<file path="src/hdl/regex_pkg.sv">
// pattern search shared definitions
package regex_pkg;

    localparam int REG_WIDTH = 32; // every host register

    ////////////////////////////////////////////////////////////
    // host commands, compared as a full register
    ////////////////////////////////////////////////////////////
    typedef enum logic [REG_WIDTH-1:0] {
        CMD_NOP          = 0,
        CMD_WRITE        = 1,
        CMD_READ         = 2,
        CMD_START        = 3,
        CMD_RESTART      = 4,
        CMD_RESET        = 5,
        CMD_READ_ELAPSED = 6
    } cmd_t;

    // controller state, zero extended on the status port
    typedef enum logic [2:0] {
        STATUS_IDLE     = 3'd0,
        STATUS_RUNNING  = 3'd1,
        STATUS_ACCEPTED = 3'd2,
        STATUS_REJECTED = 3'd3,
        STATUS_ERROR    = 3'd4
    } status_t;

    ////////////////////////////////////////////////////////////
    // descriptor layout
    ////////////////////////////////////////////////////////////
    localparam int CHAR_WIDTH       = 8;
    localparam int MAX_PATTERN_LEN  = 7;     // byte 0 is length, bytes 1..7 pattern
    localparam int DESCRIPTOR_BYTES = 8;     // one memory word ahead of the text
    localparam logic [CHAR_WIDTH-1:0] WILDCARD_CHAR = 8'h2e; // '.'

endpackage

</file>
<file path="src/hdl/mem_port_if.sv">
// engine memory read port
`timescale 1ns/1ps

interface mem_port_if #(
    parameter int ADDR_WIDTH = 9,
    parameter int DATA_WIDTH = 64
);
    logic [ADDR_WIDTH-1:0] addr;
    logic                  valid;
    logic                  ready;
    logic [DATA_WIDTH-1:0] data;   // one cycle after the request is taken

    modport engine (
        output addr, valid,
        input  ready, data
    );

    modport ctrl (
        input  addr, valid,
        output ready, data
    );

endinterface

</file>
<file path="src/hdl/cmd_ctrl.sv">
// host command controller
`timescale 1ns/1ps

module cmd_ctrl
    import regex_pkg::*;
#(
    parameter int READ_WIDTH       = 64,
    parameter int READ_ADDR_WIDTH  = 9,
    parameter int WRITE_WIDTH      = 32,
    parameter int WRITE_ADDR_WIDTH = 10
)
(
    input  logic                        clk,
    input  logic                        rst_master,
    input  logic [REG_WIDTH-1:0]        data_in,
    input  logic [REG_WIDTH-1:0]        address,
    input  logic [REG_WIDTH-1:0]        cmd,
    output logic [REG_WIDTH-1:0]        status,
    output logic [REG_WIDTH-1:0]        data_out,
    mem_port_if.ctrl                    mem,
    output logic [READ_ADDR_WIDTH-1:0]  bram_r_addr,
    output logic                        bram_r_valid,
    output logic [WRITE_ADDR_WIDTH-1:0] bram_w_addr,
    output logic [WRITE_WIDTH-1:0]      bram_w_data,
    output logic                        bram_w_valid,
    input  logic [READ_WIDTH-1:0]       bram_r_data,
    output logic                        start_valid,
    input  logic                        start_ready,
    input  logic                        done,
    input  logic                        accept,
    input  logic                        error,
    output logic                        soft_rst
);

    localparam int SEL_BITS = $clog2(READ_WIDTH / REG_WIDTH); // slice select bits

    status_t              status_q, status_d;
    logic [REG_WIDTH-1:0] elapsed_q, elapsed_d;

    assign soft_rst = rst_master || (cmd == CMD_RESET);
    assign status   = {{(REG_WIDTH-$bits(status_t)){1'b0}}, status_q};
    assign mem.data = bram_r_data; // engine sees the memory word directly

    always_ff @(posedge clk)
    begin
        if (soft_rst)
        begin
            status_q  <= STATUS_IDLE;
            elapsed_q <= '0;
        end
        else
        begin
            status_q  <= status_d;
            elapsed_q <= elapsed_d;
        end
    end

    ////////////////////////////////////////////////////////////
    // command decode and read port ownership
    ////////////////////////////////////////////////////////////
    always_comb
    begin
        status_d     = status_q;
        elapsed_d    = elapsed_q;
        data_out     = '0;
        bram_r_addr  = '0;
        bram_r_valid = 1'b0;
        bram_w_addr  = '0;
        bram_w_data  = '0;
        bram_w_valid = 1'b0;
        mem.ready    = 1'b0;
        start_valid  = 1'b0;

        if (status_q == STATUS_RUNNING)
        begin
            // engine owns the read port until done
            mem.ready    = 1'b1;
            bram_r_addr  = mem.addr;
            bram_r_valid = mem.valid;
            if (done)
            begin
                if (error)
                    status_d = STATUS_ERROR;
                else if (accept)
                    status_d = STATUS_ACCEPTED;
                else
                    status_d = STATUS_REJECTED;
            end
            if (!(&elapsed_q))
            begin
                elapsed_d = elapsed_q + 1; // saturate at all ones
            end
        end
        else
        begin
            case (cmd)
                CMD_WRITE:
                begin
                    bram_w_addr  = address[WRITE_ADDR_WIDTH-1:0];
                    bram_w_data  = data_in[WRITE_WIDTH-1:0];
                    bram_w_valid = 1'b1;
                end
                CMD_READ:
                begin
                    bram_r_addr  = address[SEL_BITS +: READ_ADDR_WIDTH];
                    bram_r_valid = 1'b1;
                    data_out     = bram_r_data[address[SEL_BITS-1:0]*REG_WIDTH +: REG_WIDTH];
                end
                CMD_READ_ELAPSED: data_out = elapsed_q;
                CMD_START:
                begin
                    if (status_q == STATUS_IDLE)
                    begin
                        start_valid  = 1'b1;
                        mem.ready    = 1'b1;
                        bram_r_addr  = mem.addr;
                        bram_r_valid = mem.valid;
                        elapsed_d    = '0;
                        if (start_ready)
                        begin
                            status_d = STATUS_RUNNING;
                        end
                    end
                end
                CMD_RESTART:
                begin
                    status_d = STATUS_IDLE; // finished back to idle
                end
                default: ;
            endcase
        end
    end

    ////////////////////////////////////////////////////////////
    // checks
    ////////////////////////////////////////////////////////////
    assert property (@(posedge clk) disable iff (soft_rst)
        !(bram_w_valid && mem.valid && mem.ready))
        else $error("host write and engine read granted together");

    // a run only ends through the engine's done pulse
    assert property (@(posedge clk) disable iff (rst_master)
        (status_q == STATUS_RUNNING && !done && !soft_rst) |=> status_q == STATUS_RUNNING)
        else $error("status left running without done");

endmodule

</file>
<file path="src/flat_wrapper.sv">
// flat-port wrapper written by rule: the top's interface ports become plain ports
module cmd_ctrl_flat import regex_pkg::*;
#(
    parameter int READ_WIDTH       = 64,
    parameter int READ_ADDR_WIDTH  = 9,
    parameter int WRITE_WIDTH      = 32,
    parameter int WRITE_ADDR_WIDTH = 10
)
  (clk, rst_master, data_in, address, cmd, status, data_out, bram_r_addr, bram_r_valid, bram_w_addr, bram_w_data, bram_w_valid, bram_r_data, start_valid, start_ready, done, accept, error, soft_rst, mem_addr, mem_valid, mem_ready, mem_data);
  mem_port_if mem_i ();
  input  logic clk;
  input  logic rst_master;
  input  logic [REG_WIDTH-1:0] data_in;
  input  logic [REG_WIDTH-1:0] address;
  input  logic [REG_WIDTH-1:0] cmd;
  output logic [REG_WIDTH-1:0] status;
  output logic [REG_WIDTH-1:0] data_out;
  output logic [READ_ADDR_WIDTH-1:0] bram_r_addr;
  output logic bram_r_valid;
  output logic [WRITE_ADDR_WIDTH-1:0] bram_w_addr;
  output logic [WRITE_WIDTH-1:0] bram_w_data;
  output logic bram_w_valid;
  input  logic [READ_WIDTH-1:0] bram_r_data;
  output logic start_valid;
  input  logic start_ready;
  input  logic done;
  input  logic accept;
  input  logic error;
  output logic soft_rst;
  input wire logic [$bits(mem_i.addr)-1:0] mem_addr;
  input wire logic [$bits(mem_i.valid)-1:0] mem_valid;
  output wire logic [$bits(mem_i.ready)-1:0] mem_ready;
  output wire logic [$bits(mem_i.data)-1:0] mem_data;
  assign mem_i.addr = mem_addr;
  assign mem_i.valid = mem_valid;
  assign mem_ready = mem_i.ready;
  assign mem_data = mem_i.data;
  cmd_ctrl #(.READ_WIDTH(READ_WIDTH), .READ_ADDR_WIDTH(READ_ADDR_WIDTH), .WRITE_WIDTH(WRITE_WIDTH), .WRITE_ADDR_WIDTH(WRITE_ADDR_WIDTH)) u_core (.clk(clk), .rst_master(rst_master), .data_in(data_in), .address(address), .cmd(cmd), .status(status), .data_out(data_out), .mem(mem_i), .bram_r_addr(bram_r_addr), .bram_r_valid(bram_r_valid), .bram_w_addr(bram_w_addr), .bram_w_data(bram_w_data), .bram_w_valid(bram_w_valid), .bram_r_data(bram_r_data), .start_valid(start_valid), .start_ready(start_ready), .done(done), .accept(accept), .error(error), .soft_rst(soft_rst));
endmodule
</file>
<file path="config.mk">
export PLATFORM = sky130hd
export DESIGN_NAME = cmd_ctrl_flat
export DESIGN_NICKNAME = d
export VERILOG_FILES = /design/src/hdl/regex_pkg.sv /design/src/hdl/mem_port_if.sv /design/src/hdl/cmd_ctrl.sv /design/src/flat_wrapper.sv
export SDC_FILE = /design/constraint.sdc
export NUM_CORES = 1
export LEC_CHECK = 0
export BUFFER_PORTS_ARGS = -buffer_cell sky130_fd_sc_hd__buf_4
export CAP_MARGIN = 30
export CORE_AREA = 2 2 140 142
export DETAILED_ROUTE_END_ITERATION = 7
export DIE_AREA = 0 0 142 144
export GPL_TIMING_DRIVEN = 0
export HOLD_SLACK_MARGIN = 0.06
export PLACE_DENSITY = 0.56
export SLEW_MARGIN = 30
export SYNTH_ARGS = -nofsm -noshare
export SYNTH_HDL_FRONTEND = slang
export SYNTH_SLANG_ARGS = --single-unit
</file>
<file path="constraint.sdc">
create_clock -name clk -period 2.1 [get_ports clk]
set_input_delay 0 -clock clk [delete_from_list [all_inputs] [get_ports clk]]
set_output_delay 0 -clock clk [all_outputs]
set_load 0.005 [all_outputs]
</file>
==> impl_metrics.ini <==
[sta]
period_share = 0.9611
finalSetupViolations = 0
worstMarginPinSlew_ns = 0.5676
finClkSkew_ns = 0.003832
finalHoldViolCount = 0
max_freq_mhz = 495.5
slew_headroom = 0.6216
tns_ns = 0
fin_ws_ns = 0.08178
post-route-min-period_ns = 2.018
drv_slew = 0

[critical_path]
cp.required_ns = 2.31
worst_ep_arrival_time_ns = 2.23
path_class = flop to flop
path_max_fanout = 5
worstSetupStartpointType = flop
cp-end-kind = flop
reg2reg_slack_ns = 0.08

[logic_synthesis]
ys_warn_count = 0
synth-main-ff-cell = dfxtp_1
async_flop_share = 0
syn_inst = 550
synthMuxAreaShare = 0.09150
ys_ff_latch = 35
synth_cell_types = 51
synth_area_um2 = 4048
synthAdderAreaFrac = 0.003091
synth_edf_count = 0
ys_seq_area_frac = 0.1731
syn_area_per_cell_um2 = 7.359
synth_top_family_by_area = simple AND/OR/NAND/NOR gates
synthSimpleGateAreaFrac = 0.2810
yosys.area_share.xor_xnor = 0.01515
synth_compound_area_frac = 0.2145

[global_routing]
grt_antenna_before_repair = 0
grt_max_degree = 13
grt.total_usage = 0.1549
grt_pass1_wl_um = 25500
grt_overflow = 0
grt_pass1_vias = 5037

[cells_and_area]
fin_nets = 1087
drive_gt1_frac = 0.5633
final_cell_mix = buf_4, nor2_1, and2_1
final_common_cell = buf_4
nFillCells = 2072
num_antenna_cells = 0
area_delta_synth_final_pct = 78.42
fin_util = 0.3785

[routing]
dr_wl_met3_um = 1356
avgViaCountPerCell = 4.586
ant_nets = 0
wl_met1_um = 6372
firstDrtPassIters = 5
post_drt_wl_per_cell_um = 15.22
highest_layer = met4
wl_met2_um = 9530
route.detailed.drc = 0
drt_iter0_markers = 210
vias = 5260
wirelength_um = 17460

[pwr]
p_leak_uw = 0.003506
p_per_area_nw_per_um2 = 274.6
ir_drop_mv = 0.2531

[floorplan]
die_w_um = 142
core_um2 = 19080
initial_core_util = 0.2121
die-area_um2 = 20450
rows = 51
io_pins = 360
die_h_um = 144

[clocking]
root_buffer = clkbuf_16
clk_pin_slew_ns = 0.06
cts.sink_count = 35
cts_tree = built
cts_buffer_depth = 2
cts_made_buffers = 5
clock_latency_ns = 0.28
htreeDepth = 2

[placed_design]
dp_hpwl_um = 14270
io_buffers = 307
place_congestion = 0.8354
post-place-ws_ns = -0.4775

[min_path]
min-delay-path-class = primary input to flop

[status]
outcome = finished, final reports clean

[run]
drv_cap = 0
state kept, by name, summed over array words and instances, names as in the netlist:
| register | flops |
|---|---|
| u_core.elapsed_q | 32 |
| u_core.status_q | 3 |
critical path, stage by stage, from the launching register on:
cell     delay, ns
dfxtp_2       0.35
or4b_4        0.56
o22a_1        0.18
o41a_1        0.37
or3_1         0.35
a21oi_2       0.13
final timing paths:
path / startpoint / to / depth (start not counted)
worst max-delay path: u_core.status_q[1] / u_core.status_q[1] / 5
worst min-delay path: rst_master / u_core.elapsed_q[5] / 4
worst min register to register: u_core.elapsed_q[0] / u_core.elapsed_q[0] / 2
worst max register to register: u_core.status_q[1] / u_core.status_q[1] / 5
cell families (layout without fill, tap and decap cells):
group / Yosys count / count (layout)
fa+ha+maj: 1 / 1
compound gates: 122 / 122
xor+xnor: 7 / 7
simple gates: 210 / 210
flops: 35 / 35
other cells: 1 / 29
mux: 33 / 33
buf+inv: 141 / 472
synth_stat cells, types with 6 or more instances:
library cell / n / area share
a31oi_1: 26 / 0.040
and2_1: 47 / 0.073
dfxtp_1: 35 / 0.17
nor4_1: 7 / 0.011
xor2_1: 7 / 0.015
nand3_1: 26 / 0.032
nor3_1: 7 / 0.0087
nand2_1: 35 / 0.032
nand4_1: 12 / 0.019
mux2_2: 32 / 0.089
buf_4: 93 / 0.17
clkbuf_1: 27 / 0.025
and4_1: 9 / 0.019
nor2_1: 50 / 0.046
a311oi_1: 6 / 0.013
a21oi_1: 15 / 0.019
o21ai_0: 8 / 0.0099
a22o_1: 9 / 0.019
o32ai_1: 7 / 0.015
a22oi_1: 32 / 0.059
buf_2: 12 / 0.015
power by group:
group          switching, µW  internal [µW]
registers        0.000000166            664
clock network            279            427
logic                    192            421
total                    471           1510
repair_timing:
item	in CTS	in global routing
setup buffers	15	6
pin swaps	7	6
endpoints found under the setup margin	117	113
endpoints found under the hold margin	3	0
hold buffers	3	0
resized for setup	30	20
area by class of cell:
cell class	count	area, µm²	area share
multi-input combinational	402	2689	0.3723
buffer	130	885.9	0.1227
sequential	35	709.4	0.09823
inverter	5	18.77	0.002599
tap	238	297.8	0.04123
timing repair buffer	331	2492	0.3451
clock buffer	6	128.9	0.01784
layer usage:
metal,vias up,track usage
li1,2598,-
met1,2425,0.1721
met2,227,0.3041
met3,10,0.03113
met4,0,0.03000
met5,-,0
metrics by stage:
stage	total power, µW	instances	hold WS (ns)	area [µm²]
4_1_cts	1990	1145	0.1302	7134
6_report	1983	1147	0.1370	7222
3_5_place_dp	1280	1123	0.2586	6760
2_1_floorplan	916.2	578	0.08082	4153
3_3_place_gp	1274	1123	0.2583	6755
5_1_grt	2065	1147	0.1752	7222
No activity file was read; power rests on OpenSTA's default activity.
