[src/hdl/regex_pkg.sv]
// pattern search shared definitions
package regex_pkg;

    localparam int REG_WIDTH = 32; // every host register

    ////////////////////////////////////////////////////////////
    // host commands, compared as a full register
    ////////////////////////////////////////////////////////////
    typedef enum logic [REG_WIDTH-1:0] {
        CMD_NOP          = 0,
        CMD_WRITE        = 1,
        CMD_READ         = 2,
        CMD_START        = 3,
        CMD_RESTART      = 4,
        CMD_RESET        = 5,
        CMD_READ_ELAPSED = 6
    } cmd_t;

    // controller state, zero extended on the status port
    typedef enum logic [2:0] {
        STATUS_IDLE     = 3'd0,
        STATUS_RUNNING  = 3'd1,
        STATUS_ACCEPTED = 3'd2,
        STATUS_REJECTED = 3'd3,
        STATUS_ERROR    = 3'd4
    } status_t;

    ////////////////////////////////////////////////////////////
    // descriptor layout
    ////////////////////////////////////////////////////////////
    localparam int CHAR_WIDTH       = 8;
    localparam int MAX_PATTERN_LEN  = 7;     // byte 0 is length, bytes 1..7 pattern
    localparam int DESCRIPTOR_BYTES = 8;     // one memory word ahead of the text
    localparam logic [CHAR_WIDTH-1:0] WILDCARD_CHAR = 8'h2e; // '.'

endpackage

[src/hdl/mem_port_if.sv]
// engine memory read port
`timescale 1ns/1ps

interface mem_port_if #(
    parameter int ADDR_WIDTH = 9,
    parameter int DATA_WIDTH = 64
);
    logic [ADDR_WIDTH-1:0] addr;
    logic                  valid;
    logic                  ready;
    logic [DATA_WIDTH-1:0] data;   // one cycle after the request is taken

    modport engine (
        output addr, valid,
        input  ready, data
    );

    modport ctrl (
        input  addr, valid,
        output ready, data
    );

endinterface

[src/hdl/match_engine.sv]
// streaming pattern match engine
`timescale 1ns/1ps

module match_engine
    import regex_pkg::*;
#(
    parameter int READ_WIDTH      = 64,
    parameter int READ_ADDR_WIDTH = 9
)
(
    input  logic                 clk,
    input  logic                 rst,
    mem_port_if.engine           mem,
    input  logic [REG_WIDTH-1:0] start_pointer,
    input  logic [REG_WIDTH-1:0] end_pointer,
    input  logic                 start_valid,
    output logic                 start_ready,
    output logic                 done,
    output logic                 accept,
    output logic                 error
);

    localparam int BYTE_SEL = $clog2(READ_WIDTH / CHAR_WIDTH);

    localparam logic [2:0] S_IDLE      = 3'd0;
    localparam logic [2:0] S_DESC_REQ  = 3'd1;
    localparam logic [2:0] S_DESC_WAIT = 3'd2;
    localparam logic [2:0] S_TEXT_REQ  = 3'd3;
    localparam logic [2:0] S_TEXT_WAIT = 3'd4;
    localparam logic [2:0] S_SCAN      = 3'd5;

    logic [2:0]                                   state_q;
    logic [REG_WIDTH-1:0]                         sp_q, ep_q, pos_q;
    logic [2:0]                                   len_q;
    logic [2:0]                                   fill_q, fill_d;
    logic [MAX_PATTERN_LEN-1:0][CHAR_WIDTH-1:0]   pat_q;
    logic [MAX_PATTERN_LEN-1:0][CHAR_WIDTH-1:0]   win_q, win_d;
    logic [READ_WIDTH-1:0]                        word_q;
    logic [CHAR_WIDTH-1:0]                        cur_byte;
    logic [CHAR_WIDTH-1:0]                        desc_len;
    logic                                         desc_bad, text_empty, hit;
    logic                                         done_q, accept_q, error_q;

    assign start_ready = (state_q == S_IDLE);
    assign done        = done_q;
    assign accept      = accept_q;
    assign error       = error_q;

    // one request at a time, addr held until taken
    assign mem.valid = (state_q == S_DESC_REQ) || (state_q == S_TEXT_REQ);
    assign mem.addr  = (state_q == S_DESC_REQ) ? sp_q[BYTE_SEL +: READ_ADDR_WIDTH]
                                               : pos_q[BYTE_SEL +: READ_ADDR_WIDTH];

    ////////////////////////////////////////////////////////////
    // descriptor and pointer checks
    ////////////////////////////////////////////////////////////
    assign desc_len   = mem.data[CHAR_WIDTH-1:0];
    assign desc_bad   = (desc_len == '0) || (desc_len > MAX_PATTERN_LEN)
                     || (sp_q[BYTE_SEL-1:0] != '0)
                     || ({1'b0, ep_q} < {1'b0, sp_q} + DESCRIPTOR_BYTES);
    assign text_empty = (ep_q == sp_q + DESCRIPTOR_BYTES);

    ////////////////////////////////////////////////////////////
    // byte window and wildcard compare
    ////////////////////////////////////////////////////////////
    assign cur_byte = word_q[pos_q[BYTE_SEL-1:0]*CHAR_WIDTH +: CHAR_WIDTH];
    assign win_d    = {win_q[MAX_PATTERN_LEN-2:0], cur_byte}; // newest at 0
    assign fill_d   = (fill_q == 3'(MAX_PATTERN_LEN)) ? fill_q : fill_q + 3'd1;

    // last pattern char lines up with the newest byte
    always_comb
    begin
        hit = (fill_d >= len_q);
        for (int i = 0; i < MAX_PATTERN_LEN; i++)
        begin
            if (i < len_q)
            begin
                if (pat_q[i] != WILDCARD_CHAR && pat_q[i] != win_d[len_q - 1 - i])
                begin
                    hit = 1'b0;
                end
            end
        end
    end

    // control path
    always_ff @(posedge clk)
    begin
        if (rst)
        begin
            state_q  <= S_IDLE;
            done_q   <= 1'b0;
            accept_q <= 1'b0;
            error_q  <= 1'b0;
        end
        else
        begin
            done_q   <= 1'b0; // single cycle pulses
            accept_q <= 1'b0;
            error_q  <= 1'b0;
            case (state_q)
                S_IDLE:
                begin
                    if (start_valid)
                    begin
                        state_q <= S_DESC_REQ;
                    end
                end
                S_DESC_REQ:
                begin
                    if (mem.ready)
                    begin
                        state_q <= S_DESC_WAIT;
                    end
                end
                S_DESC_WAIT:
                begin
                    if (desc_bad || text_empty)
                    begin
                        done_q  <= 1'b1;
                        error_q <= desc_bad;
                        state_q <= S_IDLE;
                    end
                    else
                    begin
                        state_q <= S_TEXT_REQ;
                    end
                end
                S_TEXT_REQ:
                begin
                    if (mem.ready)
                    begin
                        state_q <= S_TEXT_WAIT;
                    end
                end
                S_TEXT_WAIT: state_q <= S_SCAN;
                S_SCAN:
                begin
                    if (hit || (pos_q + 1 == ep_q))
                    begin
                        done_q   <= 1'b1;
                        accept_q <= hit;
                        state_q  <= S_IDLE;
                    end
                    else if (pos_q[BYTE_SEL-1:0] == '1)
                    begin
                        state_q <= S_TEXT_REQ; // word used up
                    end
                end
                default: state_q <= S_IDLE;
            endcase
        end
    end

    // payload registers
    always_ff @(posedge clk)
    begin
        case (state_q)
            S_IDLE:
            begin
                sp_q <= start_pointer;
                ep_q <= end_pointer;
            end
            S_DESC_WAIT:
            begin
                len_q  <= desc_len[2:0];
                pat_q  <= mem.data[CHAR_WIDTH +: MAX_PATTERN_LEN*CHAR_WIDTH];
                pos_q  <= sp_q + DESCRIPTOR_BYTES; // first text byte
                fill_q <= '0;
            end
            S_TEXT_WAIT: word_q <= mem.data;
            S_SCAN:
            begin
                win_q  <= win_d;
                fill_q <= fill_d;
                pos_q  <= pos_q + 1;
            end
            default: ;
        endcase
    end

    // a taken request must return before the next one
    assert property (@(posedge clk) disable iff (rst)
        (mem.valid && mem.ready) |=> !mem.valid)
        else $error("second request while one is in flight");

endmodule

[src/flat_wrapper.sv]
// flat-port wrapper written by rule: the top's interface ports become plain ports
module match_engine_flat import regex_pkg::*;
#(
    parameter int READ_WIDTH      = 64,
    parameter int READ_ADDR_WIDTH = 9
)
  (clk, rst, start_pointer, end_pointer, start_valid, start_ready, done, accept, error, mem_addr, mem_valid, mem_ready, mem_data);
  mem_port_if mem_i ();
  input  logic clk;
  input  logic rst;
  input  logic [REG_WIDTH-1:0] start_pointer;
  input  logic [REG_WIDTH-1:0] end_pointer;
  input  logic start_valid;
  output logic start_ready;
  output logic done;
  output logic accept;
  output logic error;
  output wire logic [$bits(mem_i.addr)-1:0] mem_addr;
  output wire logic [$bits(mem_i.valid)-1:0] mem_valid;
  input wire logic [$bits(mem_i.ready)-1:0] mem_ready;
  input wire logic [$bits(mem_i.data)-1:0] mem_data;
  assign mem_addr = mem_i.addr;
  assign mem_valid = mem_i.valid;
  assign mem_i.ready = mem_ready;
  assign mem_i.data = mem_data;
  match_engine #(.READ_WIDTH(READ_WIDTH), .READ_ADDR_WIDTH(READ_ADDR_WIDTH)) u_core (.clk(clk), .rst(rst), .mem(mem_i), .start_pointer(start_pointer), .end_pointer(end_pointer), .start_valid(start_valid), .start_ready(start_ready), .done(done), .accept(accept), .error(error));
endmodule
[config.mk]
export PLATFORM = sky130hd
export DESIGN_NAME = match_engine_flat
export DESIGN_NICKNAME = d
export VERILOG_FILES = /design/src/hdl/regex_pkg.sv /design/src/hdl/mem_port_if.sv /design/src/hdl/match_engine.sv /design/src/flat_wrapper.sv
export SDC_FILE = /design/constraint.sdc
export NUM_CORES = 1
export LEC_CHECK = 0
export BUFFER_PORTS_ARGS = -buffer_cell sky130_fd_sc_hd__buf_2
export CORE_MARGIN = 5
export CORE_UTILIZATION = 55
export CTS_CLUSTER_DIAMETER = 150
export CTS_CLUSTER_SIZE = 24
export DETAILED_ROUTE_END_ITERATION = 16
export PLACE_DENSITY_LB_ADDON = 0.05
export SYNTH_ARGS = -nofsm -noshare
export SYNTH_HDL_FRONTEND = slang
export SYNTH_SLANG_ARGS = --single-unit
[constraint.sdc]
create_clock -name clk -period 6.5 [get_ports clk]
set_input_delay 1.3 -clock clk [delete_from_list [all_inputs] [get_ports clk]]
set_output_delay 1.3 -clock clk [all_outputs]
set_load 0.03 [all_outputs]
==> results of run 1 <==
-- Yosys cell counts (8+ instances only) --
library cell	count
nor2b_1	20
a221oi_1	11
a22oi_1	12
o211ai_1	9
xnor2_1	72
nor2_1	80
and2_1	9
nor3_1	25
edfxtp_1	270
a21o_1	12
ha_1	44
nand4_1	24
a22oi_2	8
nand2b_1	20
o22ai_1	13
o21ai_0	31
mux2_2	21
xor2_1	72
a211oi_1	8
and3_1	19
nand3_1	35
o221ai_1	12
clkbuf_1	17
mux2i_1	78
a31oi_1	21
o2bb2ai_1	13
nor4_1	13
buf_2	21
nand2_1	80
a21oi_1	82
inv_1	27
-- layer usage --
metal  vias to the layer above  wire length (um)  global-route usage, %
li1                       5336                 -                      -
met3                       142              3308                  4.281
met1                      5608             17250                  35.22
met2                       541             23640                  51.30
met4                         8              2181                  11.42
met5                         -                63                      0
-- power by group through the flow --
stage	clock (mW)	combinational, mW	sequential (mW)
detailed placement	0	0.830	2.26
floorplan	0	0.580	2.23
CTS	1.02	0.835	2.22
finish	1.00	0.841	2.23
global route	1.09	0.915	2.24
global placement	0	0.819	2.26
-- cell type report --
type,instances,share of cell area (%)
clock inverters,2,0.1458
inverters,28,0.6122
flip-flops and latches,276,47.92
repair buffers,165,5.174
well taps,378,2.755
clock buffers,21,2.317
diodes,2,0.02915
multi-input cells,965,41.04
-- registers in the layout, indices dropped and copies added (netlist names) --
name and flops:
u_core.word_q 64, u_core.pat_q 56, u_core.win_d 48, u_core.ep_q 32, u_core.pos_q 32, u_core.sp_q 32
u_core.fill_q 3, u_core.len_q 3, u_core.state_q 3, u_core.accept 1, u_core.done 1, u_core.error 1
-- cell families after synthesis --
kind of cell             count (synthesis)  share of synthesized area, %
AND/OR/NAND/NOR                        381                         13.12
AO/OA/AOI/OAI                          290                         12.80
flip-flops                             276                         52.34
XOR/XNOR                               146                         8.231
multiplexers                           104                         7.044
buffers and inverters                   87                         2.961
adder cells (fa/ha/maj)                 44                         3.502
-- final timing paths --
kind | endpoint | slack (ns) | cells past startpoint
max | u_core.state_q[0] | 1.32 | 13
max reg2reg | u_core.state_q[0] | 1.32 | 13
min reg2reg | u_core.win_d[42] | 0.50 | 0
min | u_core.win_d[42] | 0.50 | 0
-- per-stage QoR --
step	std cells	power (mW)	area, um^2	utilization (%)	hold slack, ns
2_1_floorplan	1328	2.806	15720	-	0.4455
6_report	1837	4.067	17170	61.29	0.4964
3_5_place_dp	1812	3.094	16740	59.77	0.4699
3_3_place_gp	1812	3.081	16740	59.77	0.4582
5_1_grt	1835	4.244	17160	61.28	0.5231
4_1_cts	1835	4.077	17160	61.28	0.4920
-- worst register-to-register path, cell delays in order, from the launching register on --
cell and delay, ns:
edfxtp_1 0.36, clkinv_1 0.34, ha_2 1.04, buf_4 0.48
mux2i_1 0.24, nor2_1 0.05, a21oi_1 0.40, o221ai_1 0.28
xor2_1 0.21, nor4_1 0.47, a21oi_1 0.19, o41ai_2 0.52
a21oi_2 0.16, a221o_1 0.35
==> results.yml, run 1 <==
placement:
  pre_cts_slack_ns: 1.417
  place_congestion: 1.037
  io_buffers: 145
  dp_hpwl_um: 35570
hold_path:
  hold_start: "u_core.win_d[34]"
  hp-class: "reg2reg"
setup_path:
  worstPathArrival_ns: 5.59
  cp_top_family: "compound AO/OA/AOI/OAI gates"
  path_max_fanout: 36
  setup.worst_path.start: "u_core.len_q[0]"
  cp-end-kind: "flip-flop"
  crit_top_cell: "a21oi_1"
  crit_type: "reg2reg"
  path_buf_inv: 2
  rr_startpoint: "u_core.len_q[0]"
  crit_required_ns: 6.91
  crit_chain: "clkinv_1, ha_2, buf_4, mux2i_1, nor2_1, a21oi_1, o221ai_1, xor2_1, nor4_1, a21oi_1, o41ai_2, a21oi_2, a221o_1"
  cp_slowest_cell: "ha_2"
  slowest_delay_ns: 1.04
  critPathLaunchType: "flip-flop"
floorplan:
  start_util_pct: 56.12
  die_w_um: 179.1
  die_h_um: 179.1
  die_area_um2: 32060
  design.core.area_um2: 28010
  ios: 146
  num_rows: 61
drt:
  drt-initial-drc-count: 1220
  via_per_inst: 6.334
  drt-total-wl_um: 46450
  dr_total_vias: 11640
  first_pass_iters: 6
  wl_per_cell_um: 25.28
  antenna_left: 0
  drc: 0
layout:
  final_nets: 1627
  seqCellArea_um2: 8228
  drive_gt1_share_pct: 17.16
  mostFrequentLayoutCells: "edfxtp_1, buf_2, a21oi_1"
  synthToLayoutAreaGrowth_pct: 9.226
  final_common_cell: "edfxtp_1"
  multi_input_area_um2: 7047
  fillCellCount: 2264
clock_network:
  cts_max_path_buffers: 3
  htreeDepth: 1
  cts-root-buf: "clkbuf_16"
  cts.sinks: 276
  post_cts.repair.setup_buffers: 0
  cts_resized: 0
  cts_tree: "built"
  cts_made_buffers: 15
  clk_latency_ns: 0.51
  clk_pin_slew_ns: 0.09
  cts.hold.buffers_added: 0
pwr:
  ir_drop_mv: 0.2195
  switching_share_pct: 29.35
  p_leak_nw: 6.190
  p_per_area_nw_per_um2: 236.9
  p_int_mw: 2.873
  combPwrFrac_pct: 20.7
  power_frac_seq_pct: 54.7
  power.switching_mw: 1.194
  clkPwrFrac_pct: 24.6
synthesis:
  async_reset_ff_share_pct: 0
  synth_edf_count: 270
  synth.top_cell.area_share_pct: 51.58
  synth_top_area_cell: "edfxtp_1"
  synth_ff_type: "edfxtp_1"
  synth_seq_area_share_pct: 52.34
  syn_inst: 1328
  syn_area_per_cell_um2: 11.84
  syn_area_um2: 15720
  ys.warnings.count: 0
  ys_types: 85
  syn_nets: 1504
  ys_seq_elements: 276
  synthTopCellsByArea: "edfxtp_1, mux2i_1, xnor2_1"
global_routing:
  track_usage_pct: 28.82
  gr-total-overflow: 0
  grt_pass1_wl_um: 69390
  grt_pass1_vias: 11410
  grt_max_degree: 65
  antenna_found_initial: 5
timing:
  fin_tns_setup_ns: 0
  hold_viol: 0
  max_clock_freq_mhz: 193.0
  worst_slack_ns: 1.319
  setup_violations: 0
  fin_crit_ns: 5.181
  period_share_pct: 79.71
  rsz0062_at_grt: "no"
  tightestPinTransition_ns: 1.020
  slew_viol_final: 0
  fin_worst_skew_ns: 0.03961
  relSlewSlack_pct: 32.00
run:
  maxCapViolations: 0
run_status:
  status: "finished clean"
Power figures use the tool's default switching activity.
==> run 2, diff against run 1 <==
Settings changed: CORE_UTILIZATION 55 to 60.
Clock period 6.5 ns to 4.85 ns, I/O delays scaled along.
==> results.yml, run 2 (synthesized netlist as in run 1, its figures left out) <==
floorplan:
  die_area_um2: 29540
  num_rows: 59
  design.core.area_um2: 25910
  ios: 146
  die_h_um: 171.9
  start_util_pct: 60.66
  die_w_um: 171.9
setup_path:
  critPathLaunchType: "flip-flop"
  cp_top_family: "simple AND/OR/NAND/NOR gates"
  path_max_fanout: 6
  crit_type: "reg2reg"
  worstPathArrival_ns: 4.81
  slowest_delay_ns: 0.60
  crit_top_cell: "nor2b_1"
  crit_required_ns: 5.25
  cp_slowest_cell: "edfxtp_1"
  path_buf_inv: 0
  crit_chain: "ha_1, and3_1, nor2b_1, and2_1, nor2b_1, nand3_1, xor2_1, ha_1, nor2b_1, o21ai_0, nand2_1, a2111oi_0, a31oi_1, a31o_2, a221o_1"
  cp-end-kind: "flip-flop"
timing:
  fin_worst_skew_ns: 0.03957
  fin_tns_setup_ns: 0
  setup_violations: 0
  tightestPinTransition_ns: 1.168
  slew_viol_final: 0
  hold_ws_ns: 0.4737
  fin_crit_ns: 4.407
  relSlewSlack_pct: 21.84
  period_share_pct: 90.87
  hold_viol: 0
  max_clock_freq_mhz: 226.9
  rsz0062_at_grt: "no"
drt:
  wl_per_cell_um: 25.25
  via_per_inst: 6.489
  first_pass_iters: 6
  drt-initial-drc-count: 1160
  antenna_left: 0
  dr_total_vias: 11710
  drt-total-wl_um: 45580
  drc: 0
layout:
  antenna-diode-count: 0
  multi_input_area_um2: 7047
  final_common_cell: "edfxtp_1"
  mostFrequentLayoutCells: "edfxtp_1, buf_2, a21oi_1"
  largest-register: "u_core.word_q"
  final_nets: 1640
  synthToLayoutAreaGrowth_pct: 9.711
  largest_register_ffs: 64
  drive_gt1_share_pct: 17.89
  seqCellArea_um2: 8228
  fillCellCount: 2000
global_routing:
  grt_pass1_wl_um: 67850
  antenna_found_initial: 2
  gr-total-overflow: 0
  grt_pass1_vias: 11560
  grt_max_degree: 101
  track_usage_pct: 30.31
pwr:
  p_int_mw: 3.865
  power.switching_mw: 1.591
  ir_drop_mv: 0.4293
  clkPwrFrac_pct: 24.4
  power_frac_seq_pct: 54.7
  combPwrFrac_pct: 20.8
  p_leak_nw: 6.269
  p_per_area_nw_per_um2: 316.3
  switching_share_pct: 29.16
placement:
  dp_hpwl_um: 35100
  place_congestion: 1.029
  io_buffers: 145
run_status:
  status: "finished clean"
clock_network:
  cts_resized: 0
  htreeDepth: 1
  cts_made_buffers: 15
  cts.sinks: 276
  post_cts.repair.setup_buffers: 0
  cts_max_path_buffers: 3
  cts_tree: "built"
  clk_latency_ns: 0.53
  cts.hold.buffers_added: 0
  cts-root-buf: "clkbuf_16"
  clk_pin_slew_ns: 0.12
run:
  maxCapViolations: 0
hold_path:
  hp-class: "reg2reg"
run 2: changes by cell type in the layout (fill, tap and decap cells not counted), sizes merged:
cell   before  now
diode       2    0
buf       165  178
run 2: final timing paths:
kind	start	endpoint	slack (ns)	cells after the start
min reg2reg	u_core.win_d[36]	u_core.win_d[44]	0.47	0
max	u_core.sp_q[3]	u_core.state_q[0]	0.44	15
min	u_core.win_d[36]	u_core.win_d[44]	0.47	0
max reg2reg	u_core.sp_q[3]	u_core.state_q[0]	0.44	15
run 2: per-layer routing:
layer  up-vias  routed length, um  global-route usage (%)
met5         -                 27                       0
met4         4               2688                   14.29
met3       146               2923                   3.338
met2       576              22810                   53.22
met1      5621              17120                   37.75
li1       5366                  -                       -
run 2: layout make-up:
| class | instances | share of cell area [%] |
|---|---|---|
| Clock buffer | 21 | 2.307 |
| Timing Repair Buffer | 178 | 5.935 |
| Tap cell | 335 | 2.431 |
| Multi-Input combinational cell | 965 | 40.86 |
| Clock inverter | 2 | 0.1451 |
| Inverter | 28 | 0.6094 |
| Sequential cell | 276 | 47.71 |
run 2: through the flow:
stage          utilization (%)  setup WS (ns)  cell area [um^2]  power, mW  instances
2_1_floorplan                -         0.5820             15720      3.760       1328
3_3_place_gp             64.92         0.3626             16820      4.138       1782
3_5_place_dp             64.92         0.4037             16820      4.162       1782
4_1_cts                  66.56         0.4161             17250      5.470       1805
5_1_grt                  66.56        0.05763             17250      5.693       1805
6_report                 66.56         0.4430             17250      5.455       1805
run 2: power by group through the flow:
| stage | logic [mW] | registers [mW] | clock network, mW |
|---|---|---|---|
| 6_report | 1.14 | 2.99 | 1.33 |
| 5_1_grt | 1.24 | 3.00 | 1.46 |
| 4_1_cts | 1.13 | 2.98 | 1.36 |
| 2_1_floorplan | 0.777 | 2.98 | 0 |
| 3_5_place_dp | 1.13 | 3.04 | 0 |
| 3_3_place_gp | 1.10 | 3.03 | 0 |
==> run 3, diff against run 2 <==
Settings changed: REMOVE_ABC_BUFFERS from default to 1.
==> results.yml, run 3 (synthesized netlist as in run 1, its figures left out) <==
floorplan:
  ios: 146
  die_h_um: 171.9
  num_rows: 59
  start_util_pct: 60.66
  die_w_um: 171.9
  die_area_um2: 29540
  design.core.area_um2: 25910
timing:
  fin_crit_ns: 4.510
  hold_viol: 0
  fin_tns_setup_ns: 0
  relSlewSlack_pct: 21.91
  setup_violations: 0
  period_share_pct: 92.99
  slew_viol_final: 0
  tightestPinTransition_ns: 1.169
  fin_worst_skew_ns: 0.01281
  max_clock_freq_mhz: 221.7
  worst_slack_ns: 0.3400
  rsz0062_at_grt: "no"
setup_path:
  slowest_delay_ns: 0.48
  worstPathArrival_ns: 4.89
  crit_chain: "and3_1, and3_1, nand2_1, nor2_1, nand2_1, or2_2, nor2b_1, xnor2_1, ha_1, a2111oi_0, nand2_1, a2111oi_0, a31oi_1, a31o_2, a221o_1"
  critPathLaunchType: "flip-flop"
  cp-end-kind: "flip-flop"
  crit_type: "reg2reg"
  path_max_fanout: 5
  crit_top_cell: "nand2_1"
  crit_required_ns: 5.23
  cp_slowest_cell: "a2111oi_0"
drt:
  wl_met3_um: 2911
  via_per_inst: 6.480
  first_pass_iters: 6
  routed-wl-met2_um: 21780
  dr_total_vias: 11660
  antenna_left: 0
  drt-initial-drc-count: 1317
  met1_length_um: 16820
  wl_per_cell_um: 24.54
  top_layer: "met5"
  drc: 0
  drt-total-wl_um: 44170
pwr:
  power_frac_seq_pct: 55.0
  clkPwrFrac_pct: 24.1
  ir_drop_mv: 0.4485
  total_power_mw: 5.423
  p_per_area_nw_per_um2: 315.4
  combPwrFrac_pct: 20.9
  power.switching_mw: 1.558
  switching_share_pct: 28.74
  p_leak_nw: 6.238
  p_int_mw: 3.865
clock_network:
  htreeDepth: 1
  post_cts.repair.setup_buffers: 0
  clk_latency_ns: 0.49
  cts_tree: "built"
  cts.sinks: 276
  clk_pin_slew_ns: 0.09
  cts.hold.buffers_added: 0
  cts_max_path_buffers: 3
  cts-root-buf: "clkbuf_16"
  cts_resized: 0
  cts_made_buffers: 15
layout:
  largest-register: "u_core.word_q"
  largest_register_ffs: 64
  mostFrequentLayoutCells: "edfxtp_1, buf_2, a21oi_1"
  postLayoutCoreUtil_pct: 66.35
  drive_gt1_share_pct: 17.76
  final_common_cell: "edfxtp_1"
  final_nets: 1636
  synthToLayoutAreaGrowth_pct: 9.369
global_routing:
  track_usage_pct: 29.35
  grt_max_degree: 65
  grt_pass1_wl_um: 65630
  gr-total-overflow: 0
  grt_pass1_vias: 11210
  antenna_found_initial: 2
run:
  maxCapViolations: 0
placement:
  pre_cts_slack_ns: 0.3637
  io_buffers: 145
  place_congestion: 0.9879
  dp_hpwl_um: 34180
run_status:
  status: "finished clean"
hold_path:
  hp-class: "reg2reg"
## run 3: metrics by stage
step | cell area [um^2] | hold slack, ns | cells
floorplan | 15360 | 0.4455 | 1269
global placement | 16770 | 0.4630 | 1778
detailed placement | 16770 | 0.4659 | 1778
CTS | 17190 | 0.4964 | 1799
global route | 17190 | 0.5158 | 1799
finish | 17190 | 0.4988 | 1800
## run 3: path summary, 6_finish.rpt
kind,startpoint,end,slack [ns],cells past startpoint
hold / removal,u_core.win_d[36],u_core.win_d[44],0.50,0
setup reg to reg,u_core.sp_q[5],u_core.state_q[0],0.34,15
setup / recovery,u_core.sp_q[5],u_core.state_q[0],0.34,15
hold reg to reg,u_core.win_d[36],u_core.win_d[44],0.50,0
## run 3: critical path: cells and delay by family (launching register included)
kind / cells / cell delay [ns]
xor gates and xnor gates: 1 / 0.17
adders and majority gates: 1 / 0.29
and+or+nand+nor: 8 / 1.72
AOI/OAI and AO/OA: 5 / 1.79
DFF: 1 / 0.44
## run 3: area by class of cell
class,instances,area (um^2)
Clock inverter,1,11.26
Timing Repair Buffer,174,968.4
Sequential cell,276,8228
Multi-Input combinational cell,965,7053
Clock buffer,20,404.1
Fill cell,2039,8720
Tap cell,335,419.2
Inverter,28,105.1
Antenna cell,1,2.502
## run 3: power groups by stage
| stage | combinational, mW | sequential, mW | clock [mW] |
|---|---|---|---|
| floorplan | 0.740 | 3.01 | 0 |
| global placement | 1.11 | 3.03 | 0 |
| detailed placement | 1.12 | 3.03 | 0 |
| CTS | 1.13 | 2.98 | 1.33 |
| global route | 1.23 | 3.00 | 1.43 |
| finish | 1.13 | 2.98 | 1.31 |
## run 3: metal layers
| metal | GRT usage [%] | up-vias |
|---|---|---|
| li1 | - | 5345 |
| met2 | 50.14 | 557 |
| met3 | 3.749 | 132 |
| met1 | 36.98 | 5628 |
| met5 | 0 | - |
| met4 | 14.87 | 2 |
